$ cat config.mk
export PLATFORM = sky130hd
export DESIGN_NAME = cordic_coprocessor
export DESIGN_NICKNAME = d
export VERILOG_FILES = /design/src/common/cordic_ctrl_pkg.sv /design/src/common/cordic_float_pkg.sv /design/src/datapath/angle_path.sv /design/src/datapath/iteration_combiner.sv /design/src/datapath/xy_rotator.sv /design/src/hw/cordic_coprocessor.sv /design/src/hw/cordic_fsm.sv
export VERILOG_INCLUDE_DIRS = /design/src /design/src/common
export SDC_FILE = /design/constraint.sdc
export NUM_CORES = 1
export LEC_CHECK = 0
export BUFFER_PORTS_ARGS = -buffer_cell sky130_fd_sc_hd__clkbuf_2
export CAP_MARGIN = 20
export CELL_PAD_IN_SITES_DETAIL_PLACEMENT = 0
export CELL_PAD_IN_SITES_GLOBAL_PLACEMENT = 1
export CORE_MARGIN = 5
export CORE_UTILIZATION = 43
export CTS_BUF_LIST = sky130_fd_sc_hd__clkbuf_16
export DETAILED_ROUTE_END_ITERATION = 8
export HOLD_SLACK_MARGIN = 0.1
export PLACE_DENSITY_LB_ADDON = 0.1
export REMOVE_ABC_BUFFERS = 1
export SLEW_MARGIN = 30
export SYNTH_ARGS = -nofsm -noshare
export SYNTH_HDL_FRONTEND = slang
export SYNTH_SLANG_ARGS = --single-unit
$ cat constraint.sdc
create_clock -name clk -period 8.84 [get_ports clk]
set_input_delay 1.768 -clock clk [delete_from_list [all_inputs] [get_ports clk]]
set_output_delay 1.768 -clock clk [all_outputs]
set_load 0.01 [all_outputs]
$ cat src/common/cordic_config.svh
`ifndef CORDIC_CONFIG_SVH
`define CORDIC_CONFIG_SVH

// Single precision word and its fields.
`define CORDIC_W 32 // Full word width.
`define CORDIC_E 8 // Exponent field width.
`define CORDIC_M 23 // Mantissa field width.

// Number of rotations per computation. This also sets the arctangent table depth.
`define CORDIC_ITERS 16

// Start value of X is the inverse CORDIC gain, 0.607252935.
`define CORDIC_X0 32'h3f1b74ee

`endif

$ cat src/common/cordic_ctrl_pkg.sv
`default_nettype none

package cordic_ctrl_pkg;

	// Sequencer states, in the order one computation walks through them.
	typedef enum logic [2:0]
	{
		ST_IDLE, // Waiting for a start pulse.
		ST_LOAD, // Counters cleared, inputs already captured.
		ST_SNAP, // Shifted copies, table entry and direction registered.
		ST_REQUEST, // Start strobe to the adder.
		ST_WAIT, // Operands held until the adder is ready.
		ST_NEXT, // Step to the next rotation or finish.
		ST_LATCH, // Final value goes to the output register.
		ST_DONE // Result held until the consumer acknowledges.
	} fsm_state_t;

	// Which variable the current adder exchange updates.
	typedef enum logic [1:0]
	{
		VAR_X = 2'd0,
		VAR_Y = 2'd1,
		VAR_Z = 2'd2
	} var_sel_t;

	// Quadrant folding done outside, used here only to fix the result sign.
	typedef logic [1:0] region_t;

	// Strobes from the sequencer to the datapath.
	typedef struct packed
	{
		logic load_init; // Capture angle and flags, preset X and Y.
		logic snap; // Take shifted copies and the table entry.
		logic load_x; // Adder result into X.
		logic load_y; // Adder result into Y.
		logic load_z; // Adder result into Z.
		var_sel_t var_sel; // Operand and operation select.
		logic latch_out; // Load the output register.
	} cordic_ctrl_t;

endpackage

`default_nettype wire

$ cat src/common/cordic_float_pkg.sv
`default_nettype none

`include "cordic_config.svh"

package cordic_float_pkg;

	// Field view of an IEEE 754 single precision word.
	typedef struct packed
	{
		logic sign; // One means negative.
		logic [`CORDIC_E-1:0] exponent; // Biased by 127.
		logic [`CORDIC_M-1:0] mantissa; // Hidden bit not stored.
	} float_fields_t;

	// The datapath moves raw words but the shifter and the sign fix need the fields.
	typedef union packed
	{
		logic [`CORDIC_W-1:0] raw;
		float_fields_t fields;
	} float_word_t;

	// Index of the current rotation.
	typedef logic [$clog2(`CORDIC_ITERS)-1:0] iter_t;

endpackage

`default_nettype wire

$ cat src/datapath/angle_path.sv
`timescale 1ns/10ps
`default_nettype none

`include "cordic_config.svh"

module angle_path import cordic_float_pkg::*, cordic_ctrl_pkg::*;
(
	input wire logic clk,
	input wire logic reset,
	input wire cordic_ctrl_t ctrl,
	input wire iter_t iter,
	input wire float_word_t data_in,
	input wire float_word_t result_add_subt,
	input wire logic operation,
	input wire region_t shift_region_flag,
	output float_word_t z_cur, // Residual angle.
	output float_word_t atan_entry,
	output logic rotate_neg, // Rotate clockwise this iteration.
	output logic op_reg,
	output region_t region_reg
);

	float_word_t atan_rom;

	// atan(2^-i) in single precision. Past i = 11 it equals 2^-i.
	always_comb
	begin
		case (iter)
			4'd0: atan_rom.raw = 32'h3f490fdb;
			4'd1: atan_rom.raw = 32'h3eed6338;
			4'd2: atan_rom.raw = 32'h3e7adbb0;
			4'd3: atan_rom.raw = 32'h3dfeadd5;
			4'd4: atan_rom.raw = 32'h3d7faade;
			4'd5: atan_rom.raw = 32'h3cffeaae;
			4'd6: atan_rom.raw = 32'h3c7ffaab;
			4'd7: atan_rom.raw = 32'h3bfffeab;
			4'd8: atan_rom.raw = 32'h3b7fffab;
			4'd9: atan_rom.raw = 32'h3affffeb;
			4'd10: atan_rom.raw = 32'h3a7ffffb;
			4'd11: atan_rom.raw = 32'h39ffffff;
			4'd12: atan_rom.raw = 32'h39800000;
			4'd13: atan_rom.raw = 32'h39000000;
			4'd14: atan_rom.raw = 32'h38800000;
			default: atan_rom.raw = 32'h38000000;
		endcase
	end

	always_ff @(posedge clk)
	begin
		if (ctrl.load_init)
			z_cur <= data_in; // The angle starts as the residual.
		else if (ctrl.load_z)
			z_cur <= result_add_subt;
		if (ctrl.snap)
		begin
			atan_entry <= atan_rom;
			rotate_neg <= z_cur.fields.sign; // Drive Z toward zero.
		end
	end

	always_ff @(posedge clk)
	begin
		if (reset)
		begin
			op_reg <= 1'b0;
			region_reg <= '0;
		end
		else if (ctrl.load_init)
		begin
			op_reg <= operation;
			region_reg <= shift_region_flag;
		end
	end

	// Each snapshot reads the next table entry, or the first one of a new computation.
	assert property (@(posedge clk) disable iff (reset)
		ctrl.snap |-> (iter == '0 || iter == iter_t'($past(iter) + 1'b1)))
		else $error("table index did not step to the next rotation");

endmodule

`default_nettype wire

$ cat src/datapath/iteration_combiner.sv
`timescale 1ns/10ps
`default_nettype none

module iteration_combiner import cordic_float_pkg::*, cordic_ctrl_pkg::*;
(
	input wire logic clk,
	input wire logic reset,
	input wire cordic_ctrl_t ctrl,
	input wire float_word_t x_cur,
	input wire float_word_t y_cur,
	input wire float_word_t x_shifted,
	input wire float_word_t y_shifted,
	input wire float_word_t z_cur,
	input wire float_word_t atan_entry,
	input wire logic rotate_neg,
	input wire logic op_reg, // One for sine.
	input wire region_t region_reg,
	output float_word_t add_subt_data_a,
	output float_word_t add_subt_data_b,
	output logic op_add_subt, // Zero adds, one subtracts.
	output float_word_t data_output
);

	float_word_t result_sel;
	logic flip_sign;

	// Operands and operation for the variable being updated.
	always_comb
	begin
		case (ctrl.var_sel)
			VAR_Y:
			begin
				add_subt_data_a = y_cur;
				add_subt_data_b = x_shifted;
				op_add_subt = rotate_neg; // Y gains X on a positive turn.
			end
			VAR_Z:
			begin
				add_subt_data_a = z_cur;
				add_subt_data_b = atan_entry;
				op_add_subt = !rotate_neg; // Z loses the turned angle.
			end
			default:
			begin
				add_subt_data_a = x_cur;
				add_subt_data_b = y_shifted;
				op_add_subt = !rotate_neg;
			end
		endcase
	end

	// Region 01 negates cosine, 10 both, 11 sine.
	assign flip_sign = region_reg[0] ? (region_reg[1] == op_reg) : region_reg[1];

	always_comb
	begin
		result_sel = op_reg ? y_cur : x_cur;
		result_sel.fields.sign = result_sel.fields.sign ^ flip_sign;
	end

	always_ff @(posedge clk)
	begin
		if (reset)
			data_output <= '0;
		else if (ctrl.latch_out)
			data_output <= result_sel; // Held until the next computation latches.
	end

endmodule

`default_nettype wire

$ cat src/datapath/xy_rotator.sv
`timescale 1ns/10ps
`default_nettype none

`include "cordic_config.svh"

module xy_rotator import cordic_float_pkg::*, cordic_ctrl_pkg::*;
(
	input wire logic clk,
	input wire logic reset,
	input wire cordic_ctrl_t ctrl,
	input wire iter_t iter,
	input wire float_word_t result_add_subt,
	output float_word_t x_cur,
	output float_word_t y_cur,
	output float_word_t x_shifted, // X times 2^-iter.
	output float_word_t y_shifted // Y times 2^-iter.
);

	// Division by 2^i is a subtraction on the exponent field.
	// Values that would underflow, zero included, become a clean zero.
	function automatic float_word_t shift_exp(input float_word_t v, input iter_t i);
		float_word_t s;
		logic [`CORDIC_E-1:0] step;
		step = {{(`CORDIC_E - $bits(iter_t)){1'b0}}, i};
		s = v;
		if (v.fields.exponent == '0 || v.fields.exponent <= step)
			s.raw = '0;
		else
			s.fields.exponent = v.fields.exponent - step;
		return s;
	endfunction

	always_ff @(posedge clk)
	begin
		if (ctrl.load_init)
		begin
			x_cur.raw <= `CORDIC_X0; // Gain is folded into the start value.
			y_cur.raw <= '0;
		end
		else
		begin
			if (ctrl.load_x)
				x_cur <= result_add_subt;
			if (ctrl.load_y)
				y_cur <= result_add_subt;
		end
		// Both snapshots come from the values before this rotation's updates.
		if (ctrl.snap)
		begin
			x_shifted <= shift_exp(x_cur, iter);
			y_shifted <= shift_exp(y_cur, iter);
		end
	end

	// The preset and a result capture would fight over the same registers.
	assert property (@(posedge clk) disable iff (reset)
		ctrl.load_init |-> !(ctrl.load_x || ctrl.load_y || ctrl.load_z))
		else $error("initial load together with an adder result load");

endmodule

`default_nettype wire

$ cat src/hw/cordic_coprocessor.sv
`timescale 1ns/10ps
`default_nettype none

module cordic_coprocessor import cordic_float_pkg::*, cordic_ctrl_pkg::*;
(
	input wire logic clk,
	input wire logic reset,
	input wire logic beg_fsm_cordic, // Start pulse.
	input wire logic ack_cordic, // Result taken by the consumer.
	input wire logic operation, // One for sine, zero for cosine.
	input wire logic ready_add_subt, // Adder result valid, held until ack.
	input wire float_word_t data_in, // Angle in radians.
	input wire region_t shift_region_flag,
	input wire float_word_t result_add_subt,
	output logic ready_cordic,
	output logic beg_add_subt,
	output logic ack_add_subt,
	output logic op_add_subt, // One selects subtraction.
	output float_word_t add_subt_data_a,
	output float_word_t add_subt_data_b,
	output float_word_t data_output
);

	cordic_ctrl_t ctrl; // Strobes shared by the three datapath blocks.
	iter_t iter;
	float_word_t x_cur, y_cur, x_shifted, y_shifted;
	float_word_t z_cur, atan_entry;
	logic rotate_neg; // Z was negative at the snapshot.
	logic op_reg;
	region_t region_reg;

	////////////////////
	// Control

	cordic_fsm fsm_i
	(
		.clk (clk),
		.reset (reset),
		.beg_fsm_cordic (beg_fsm_cordic),
		.ack_cordic (ack_cordic),
		.ready_add_subt (ready_add_subt),
		.ctrl (ctrl),
		.iter (iter),
		.ready_cordic (ready_cordic),
		.beg_add_subt (beg_add_subt),
		.ack_add_subt (ack_add_subt)
	);

	////////////////////
	// Datapath

	xy_rotator xy_i
	(
		.clk (clk),
		.reset (reset),
		.ctrl (ctrl),
		.iter (iter),
		.result_add_subt (result_add_subt),
		.x_cur (x_cur),
		.y_cur (y_cur),
		.x_shifted (x_shifted),
		.y_shifted (y_shifted)
	);

	angle_path angle_i
	(
		.clk (clk),
		.reset (reset),
		.ctrl (ctrl),
		.iter (iter),
		.data_in (data_in),
		.result_add_subt (result_add_subt),
		.operation (operation),
		.shift_region_flag (shift_region_flag),
		.z_cur (z_cur),
		.atan_entry (atan_entry),
		.rotate_neg (rotate_neg),
		.op_reg (op_reg),
		.region_reg (region_reg)
	);

	iteration_combiner combiner_i
	(
		.clk (clk),
		.reset (reset),
		.ctrl (ctrl),
		.x_cur (x_cur),
		.y_cur (y_cur),
		.x_shifted (x_shifted),
		.y_shifted (y_shifted),
		.z_cur (z_cur),
		.atan_entry (atan_entry),
		.rotate_neg (rotate_neg),
		.op_reg (op_reg),
		.region_reg (region_reg),
		.add_subt_data_a (add_subt_data_a),
		.add_subt_data_b (add_subt_data_b),
		.op_add_subt (op_add_subt),
		.data_output (data_output)
	);

endmodule

`default_nettype wire

$ cat src/hw/cordic_fsm.sv
`timescale 1ns/10ps
`default_nettype none

`include "cordic_config.svh"

module cordic_fsm import cordic_float_pkg::*, cordic_ctrl_pkg::*;
(
	input wire logic clk,
	input wire logic reset,
	input wire logic beg_fsm_cordic,
	input wire logic ack_cordic,
	input wire logic ready_add_subt,
	output cordic_ctrl_t ctrl,
	output iter_t iter, // Current rotation, counted up from zero.
	output logic ready_cordic,
	output logic beg_add_subt,
	output logic ack_add_subt
);

	fsm_state_t state, state_next;
	var_sel_t var_cnt; // Variable of the current adder exchange.
	logic last_iter;

	assign last_iter = (iter == iter_t'(`CORDIC_ITERS - 1));

	always_ff @(posedge clk)
	begin
		if (reset)
			state <= ST_IDLE;
		else
			state <= state_next;
	end

	////////////////////
	// Counters

	always_ff @(posedge clk)
	begin
		if (reset)
		begin
			iter <= '0;
			var_cnt <= VAR_X;
		end
		else
		begin
			case (state)
				ST_LOAD:
				begin
					iter <= '0; // Fresh computation.
					var_cnt <= VAR_X;
				end
				ST_WAIT:
				begin
					// X, Y, Z, then back to X for the next rotation.
					if (ready_add_subt)
						var_cnt <= (var_cnt == VAR_Z) ? VAR_X : var_sel_t'(var_cnt + 2'd1);
				end
				ST_NEXT:
				begin
					if (!last_iter)
						iter <= iter + 1'b1;
				end
				default:
				begin
				end
			endcase
		end
	end

	////////////////////
	// Next state and strobes

	always_comb
	begin
		state_next = state;
		ctrl = '0;
		ctrl.var_sel = var_cnt; // Operands follow the counter in every state.
		beg_add_subt = 1'b0;
		ack_add_subt = 1'b0;
		ready_cordic = 1'b0;
		case (state)
			ST_IDLE:
			begin
				// Inputs are captured on the edge that ends the start cycle.
				ctrl.load_init = beg_fsm_cordic;
				if (beg_fsm_cordic)
					state_next = ST_LOAD;
			end
			ST_LOAD:
				state_next = ST_SNAP;
			ST_SNAP:
			begin
				ctrl.snap = 1'b1;
				state_next = ST_REQUEST;
			end
			ST_REQUEST:
			begin
				beg_add_subt = 1'b1; // One cycle only.
				state_next = ST_WAIT;
			end
			ST_WAIT:
			begin
				if (ready_add_subt)
				begin
					ack_add_subt = 1'b1; // Result is taken on this same edge.
					ctrl.load_x = (var_cnt == VAR_X);
					ctrl.load_y = (var_cnt == VAR_Y);
					ctrl.load_z = (var_cnt == VAR_Z);
					state_next = (var_cnt == VAR_Z) ? ST_NEXT : ST_REQUEST;
				end
			end
			ST_NEXT:
				state_next = last_iter ? ST_LATCH : ST_SNAP;
			ST_LATCH:
			begin
				ctrl.latch_out = 1'b1;
				state_next = ST_DONE;
			end
			ST_DONE:
			begin
				ready_cordic = 1'b1; // Held until the consumer acknowledges.
				if (ack_cordic)
					state_next = ST_IDLE;
			end
			default:
				state_next = ST_IDLE;
		endcase
	end

	// The adder sees a new start only after it has withdrawn the previous result.
	assert property (@(posedge clk) disable iff (reset) beg_add_subt |-> !ready_add_subt)
		else $error("adder start while the previous result is still presented");

endmodule

`default_nettype wire

## Word level (Yosys, flattened, before mapping)

Memory sizes are Yosys's and may differ from the RTL's. A register that Yosys moved wholly into a read port is not among the register bits.
Index checks and enable logic that the tools add are counted.

- Equality and inequality tests: 15
- Reduce and logical (&&, ||, !) cells: 13
- Add/sub/neg operators: 4
- Magnitude comparators: 2
- Bitwise operators: 1
- Muxes and demuxes: 27

Operators with widths:

| kind | count |
|---|---|
| $pmux 32 s2 | 2 |
| $mux 32 | 3 |
| $pmux 3 s8 | 1 |
| $mux 3 | 7 |
| $le 8x4->1 | 2 |
| $logic_not 8->1 | 2 |
| $sub 8x4->8 | 2 |
| $eq 3x3->1 const B | 4 |
| $mux 1 | 9 |
| $ne 2x2->1 const B | 4 |
| $pmux 4 s2 | 1 |
| $eq 3x2->1 const B | 2 |
| $reduce_bool 2->1 | 3 |
| $add 4x1->4 const B | 1 |
| $eq 4x4->1 const B | 1 |
| $mux 2 | 2 |
| $mux 4 | 1 |
| $pmux 2 s2 | 1 |
| $reduce_and 2->1 | 2 |
| $eq 3x1->1 const B | 1 |
| $logic_not 3->1 | 1 |
| $reduce_and 3->1 | 1 |
| $add 2x1->2 const B | 1 |
| $eq 2x1->1 const B | 1 |
| 6 further kinds | 7 |

- Memory bits (read-only): 432
- Input bits: 72
- Output and inout port bits: 100
- Word-level logic and storage cells: 76
- Register bits: 237
- Memories kept: 1

Memory list:

| name | words | width | read ports | clocked after Yosys merged registers in | write ports | RTL line | RTL |
|---|---|---|---|---|---|---|---|
| (no name shown) | 16 | 27 | 1 | 1 | 0 | angle_path.sv:28 | `case (iter)` |

## Logic depth before layout (Yosys ltp)

- Word-level depth: 5
- Mapped depth: 8
- Mapped depth without buffers: 7

## Cells and area by module

From an unflattened synthesis, not the netlist that was laid out.

- Cells, all modules: 1012
- Area total of the unflattened synthesis: 11014.3 um^2

By module, submodules not included:

| module | instances | cells each | seq. area each (um^2) | area each (um^2) |
|---|---|---|---|---|
| xy_rotator | 1 | 407 | 3203.1 | 5181.2 |
| iteration_combiner | 1 | 371 | 640.6 | 2673.8 |
| angle_path | 1 | 159 | 1651.6 | 2519.9 |
| cordic_fsm | 1 | 75 | 180.2 | 639.4 |

## Least setup slack after synthesis

Ideal clock, no wire load.

- Path type: register -> register
- From: register fsm_i.state[0]
- To: register angle_i.atan_entry[0] (netlist name) (enable)
- Library setup time: 633 ps
- Period minus slack after synthesis: 6955 ps
- Stages on the path, launching flop included: 3
- Arrival time: 6322 ps
- Setup slack: 1885 ps
- Path buffers: 1
- Data required time: 8207 ps
- Path through: dfxtp_1 -> buf_4 -> nor3_1

- Word-level cells in the longest chain between the ends: 2

RTL lines:

| element | RTL line | RTL |
|---|---|---|
| from (decl) | cordic_fsm.sv:20 | `fsm_state_t state, state_next;` |
| from (signal assigned) | cordic_fsm.sv:31 | `state <= state_next;` |
| $eq 3x2->1 | cordic_fsm.sv:81 | `case (state)` |
| $mux 1 | cordic_fsm.sv:81 |  |
| to (decl) | angle_path.sv:17 | `output float_word_t atan_entry,` |

No other way between the ends.
A chain may end at the register's enable or synchronous reset.

==> impl_metrics.env <==
export IMPL_postCtsSetupBuffers=0
export IMPL_grt_setup_unrepaired="no"
export IMPL_holdBufCountCts=0
export IMPL_antenna_found_initial=0
export IMPL_cts_root_buf="clkbuf_16"
export IMPL_drt_iter0_drc=467
export IMPL_first_global_vias=8460
export IMPL_max_stage_delay_ns=0.68
export IMPL_setup_viol=0
export IMPL_synth_warnings=0
export IMPL_clock_sinks=225
export IMPL_dr_pass1_iters=4
export IMPL_routed_via_count=8643
export IMPL_skew_ns=0.02437
export IMPL_nets=1350
export IMPL_clockBufferDepth=3
export IMPL_routed_wl_um=30780
export IMPL_crit_fanout=38
export IMPL_crit_required_ns=7.07
export IMPL_drv_slew=0
export IMPL_grt_use_total=0.2151
export IMPL_die_height_um=167.4
export IMPL_r2r_start="fsm_i.iter[2]"
export IMPL_port_buffers=171
export IMPL_cp_end_kind="primary output"
export IMPL_arrival_ns=2.96
export IMPL_cts_tree="done"
export IMPL_die_w_um=167.4
export IMPL_drc_errors=0
export IMPL_cts_htree_levels=1
export IMPL_grt_overflow_total=0
export IMPL_status="completed"
export IMPL_std_cell_rows=57
export IMPL_synth_seq_cells=225
export IMPL_r2r_end="xy_i.x_shifted[8]"
export IMPL_cap_violations=0
export IMPL_pin_count=172
export IMPL_hold_violations=0
export IMPL_hpwl_um=18570
export IMPL_tns_ns=0
export IMPL_drt_wirelength_per_cell_um=19.25
export IMPL_fillers=2374
export IMPL_worst_pin_slew_ns=0.9654
export IMPL_hp_class="reg -> reg"
export IMPL_grt_max_degree=103
export IMPL_cts_repair_resized=0
export IMPL_syn_to_final_growth_pct=18.10
export IMPL_ys_async_sr_fraction=0
export IMPL_synth_flop_cell="edfxtp_1"
export IMPL_p_per_area_nw_per_um2=195.8
export IMPL_final_core_util=0.5160
export IMPL_min_path_cells=0
export IMPL_clkLatencyLatePin_ns=0.53
export IMPL_period_share=0.5344
export IMPL_reg2reg_depth=6
export IMPL_path_buf_inv=3
export IMPL_min_delay_start="angle_i.z_cur[31]"
export IMPL_max_slew_margin=0.3540
export IMPL_yosysUniqueCellTypes=51
export IMPL_synth_yosys_seq_area_share=0.5326
export IMPL_avgSynthCellArea_um2=9.414
export IMPL_whs_endpoint="angle_i.rotate_neg"
export IMPL_fmax_mhz=211.7
export IMPL_place_gp_congestion=0.7982
export IMPL_crit_cells=6
export IMPL_crit_chain="inv_1 > ha_2 > buf_4 > a22oi_1 > a21oi_1 > clkbuf_2"
export IMPL_p_leak_uw=0.004647
export IMPL_regToRegSetupSlack_ns=5.43
export IMPL_netlist_instances=1132
export IMPL_numCtsBuffers=26
export IMPL_drive_gt1_frac=0.1937
export IMPL_crit_slowest_cell="ha_2"
export IMPL_initial_core_util=0.4369
export IMPL_ant_nets=0
export IMPL_insertedDiodeCount=0
export IMPL_vdd_drop_max_v=0.0001074
export IMPL_synth_cell_area_um2=10660
export IMPL_vias_per_cell=5.405
export IMPL_coreArea_um2=24390
export IMPL_start_kind="register"
export IMPL_layout_min_cycle_time_ns=4.724
export IMPL_synth_edf_count=117
export IMPL_critPathKind="reg -> out"
export IMPL_crit_family="buffers and inverters"
export IMPL_grt_pass1_wl_um=48570
export IMPL_clk_pin_slew_ns=0.06
export IMPL_die_area_um2=28030
==> through the flow <==
stage          instance area, µm²  hold WS, ns  total power, µW  setup WS (ns)  cells
6_report                    12590       0.4557             2465          4.116   1599
5_1_grt                     12590       0.4743             2561          3.978   1599
4_1_cts                     12580       0.4545             2491          4.004   1599
3_5_place_dp                11680       0.4419             1374          4.009   1551
3_3_place_gp                11650       0.4477             1372          4.112   1550
2_1_floorplan               10200       0.4272             1289          1.764   1039
==> how the worst max path moves through the flow <==
stage	from	endpoint
2_1_floorplan	fsm_i.state[1]	angle_i.atan_entry[0]
3_3_place_gp	ready_add_subt	ack_add_subt
3_5_place_dp	ready_add_subt	ack_add_subt
4_1_cts	ready_add_subt	ack_add_subt
5_1_grt	fsm_i.var_cnt[1]	add_subt_data_a[23]
6_report	fsm_i.var_cnt[1]	add_subt_data_a[23]
==> placed cells by master (no fill, tap or decap), types with 3 or more instances in the layout <==
master / count
nand3_1: 23
bufinv_16: 5
clkinv_1: 6
dfxtp_1: 107
edfxtp_1: 117
o21a_1: 4
buf_4: 15
a221oi_1: 4
clkbuf_2: 171
clkbuf_16: 27
ha_1: 18
o21ai_0: 12
nor3_1: 5
xnor2_1: 4
a22oi_1: 64
mux2i_1: 36
nand2_1: 240
xor2_1: 3
clkinv_2: 4
a211oi_1: 32
o31ai_1: 4
a21oi_1: 133
or4_1: 3
nor2_1: 115
nor4_1: 4
nor2b_1: 5
a21boi_0: 43
a21boi_1: 5
inv_1: 22
==> power breakdown <==
| part | internal, µW | switching [µW] | total [µW] |
|---|---|---|---|
| clock network | 695 | 422 | 1120 |
| logic | 59.4 | 123 | 182 |
| registers | 1150 | 18.2 | 1170 |
| total | 1900 | 563 | 2460 |
==> Yosys cell counts, types with 3 or more instances <==
cell / instances / area (µm²)
buf_6: 6 / 67.56
or4_1: 3 / 22.52
a21oi_1: 133 / 665.6
mux2i_1: 36 / 360.4
nand3_1: 23 / 115.1
a221oi_1: 4 / 35.03
nor4_1: 4 / 25.02
a21boi_1: 5 / 37.54
a211oi_1: 32 / 240.2
a21boi_0: 43 / 322.8
o21ai_0: 12 / 60.06
nor2b_1: 5 / 31.28
xor2_1: 3 / 26.28
o31ai_1: 4 / 30.03
clkbuf_1: 47 / 176.4
xnor2_1: 4 / 35.03
buf_1: 12 / 45.04
buf_4: 9 / 67.56
nand2_1: 241 / 904.6
buf_2: 19 / 95.09
and2_1: 3 / 18.77
nor2_1: 117 / 439.2
a22oi_1: 64 / 480.5
o21ai_1: 3 / 15.01
inv_1: 16 / 60.06
edfxtp_1: 117 / 3513
dfxtp_1: 108 / 2162
o21a_1: 4 / 30.03
ha_1: 21 / 262.8
nor3_1: 6 / 30.03
==> cell type report <==
cell class	instances	area (µm²)	area share
Multi-Input combinational cell	797	4537	0.3605
Clock inverter	21	220.2	0.01750
Inverter	17	63.81	0.005070
Clock buffer	27	675.6	0.05368
Tap cell	324	405.4	0.03221
Sequential cell	225	5677	0.4510
Timing Repair Buffer	188	1007	0.08003
==> per-layer routing <==
layer,track usage,share of wire
met3,0.02758,0.047
met4,0.03917,0.014
met1,0.2919,0.45
met5,0,0
met2,0.3747,0.49
==> cells by family (layout without fill, tap and decap cells) <==
kind of cell | Yosys count | count (layout) | synth area share
buffers and inverters | 110 | 253 | 0.04837
DFF | 225 | 225 | 0.5326
adders and majority gates | 23 | 23 | 0.02841
AOI/OAI and AO/OA | 315 | 315 | 0.1892
xor gates and xnor gates | 7 | 7 | 0.005753
and+or+nand+nor | 415 | 415 | 0.1609
muxes | 37 | 37 | 0.03487
==> worst register-to-register path, cell delays in order (launching register included) <==
cell and delay [ns]:
dfxtp_1 0.62, clkinv_1 0.53, ha_1 0.52, nor2b_1 0.16
o21a_1 0.24, o21ai_4 0.77, a21boi_0 0.24
(Power assumes the default switching activity.)
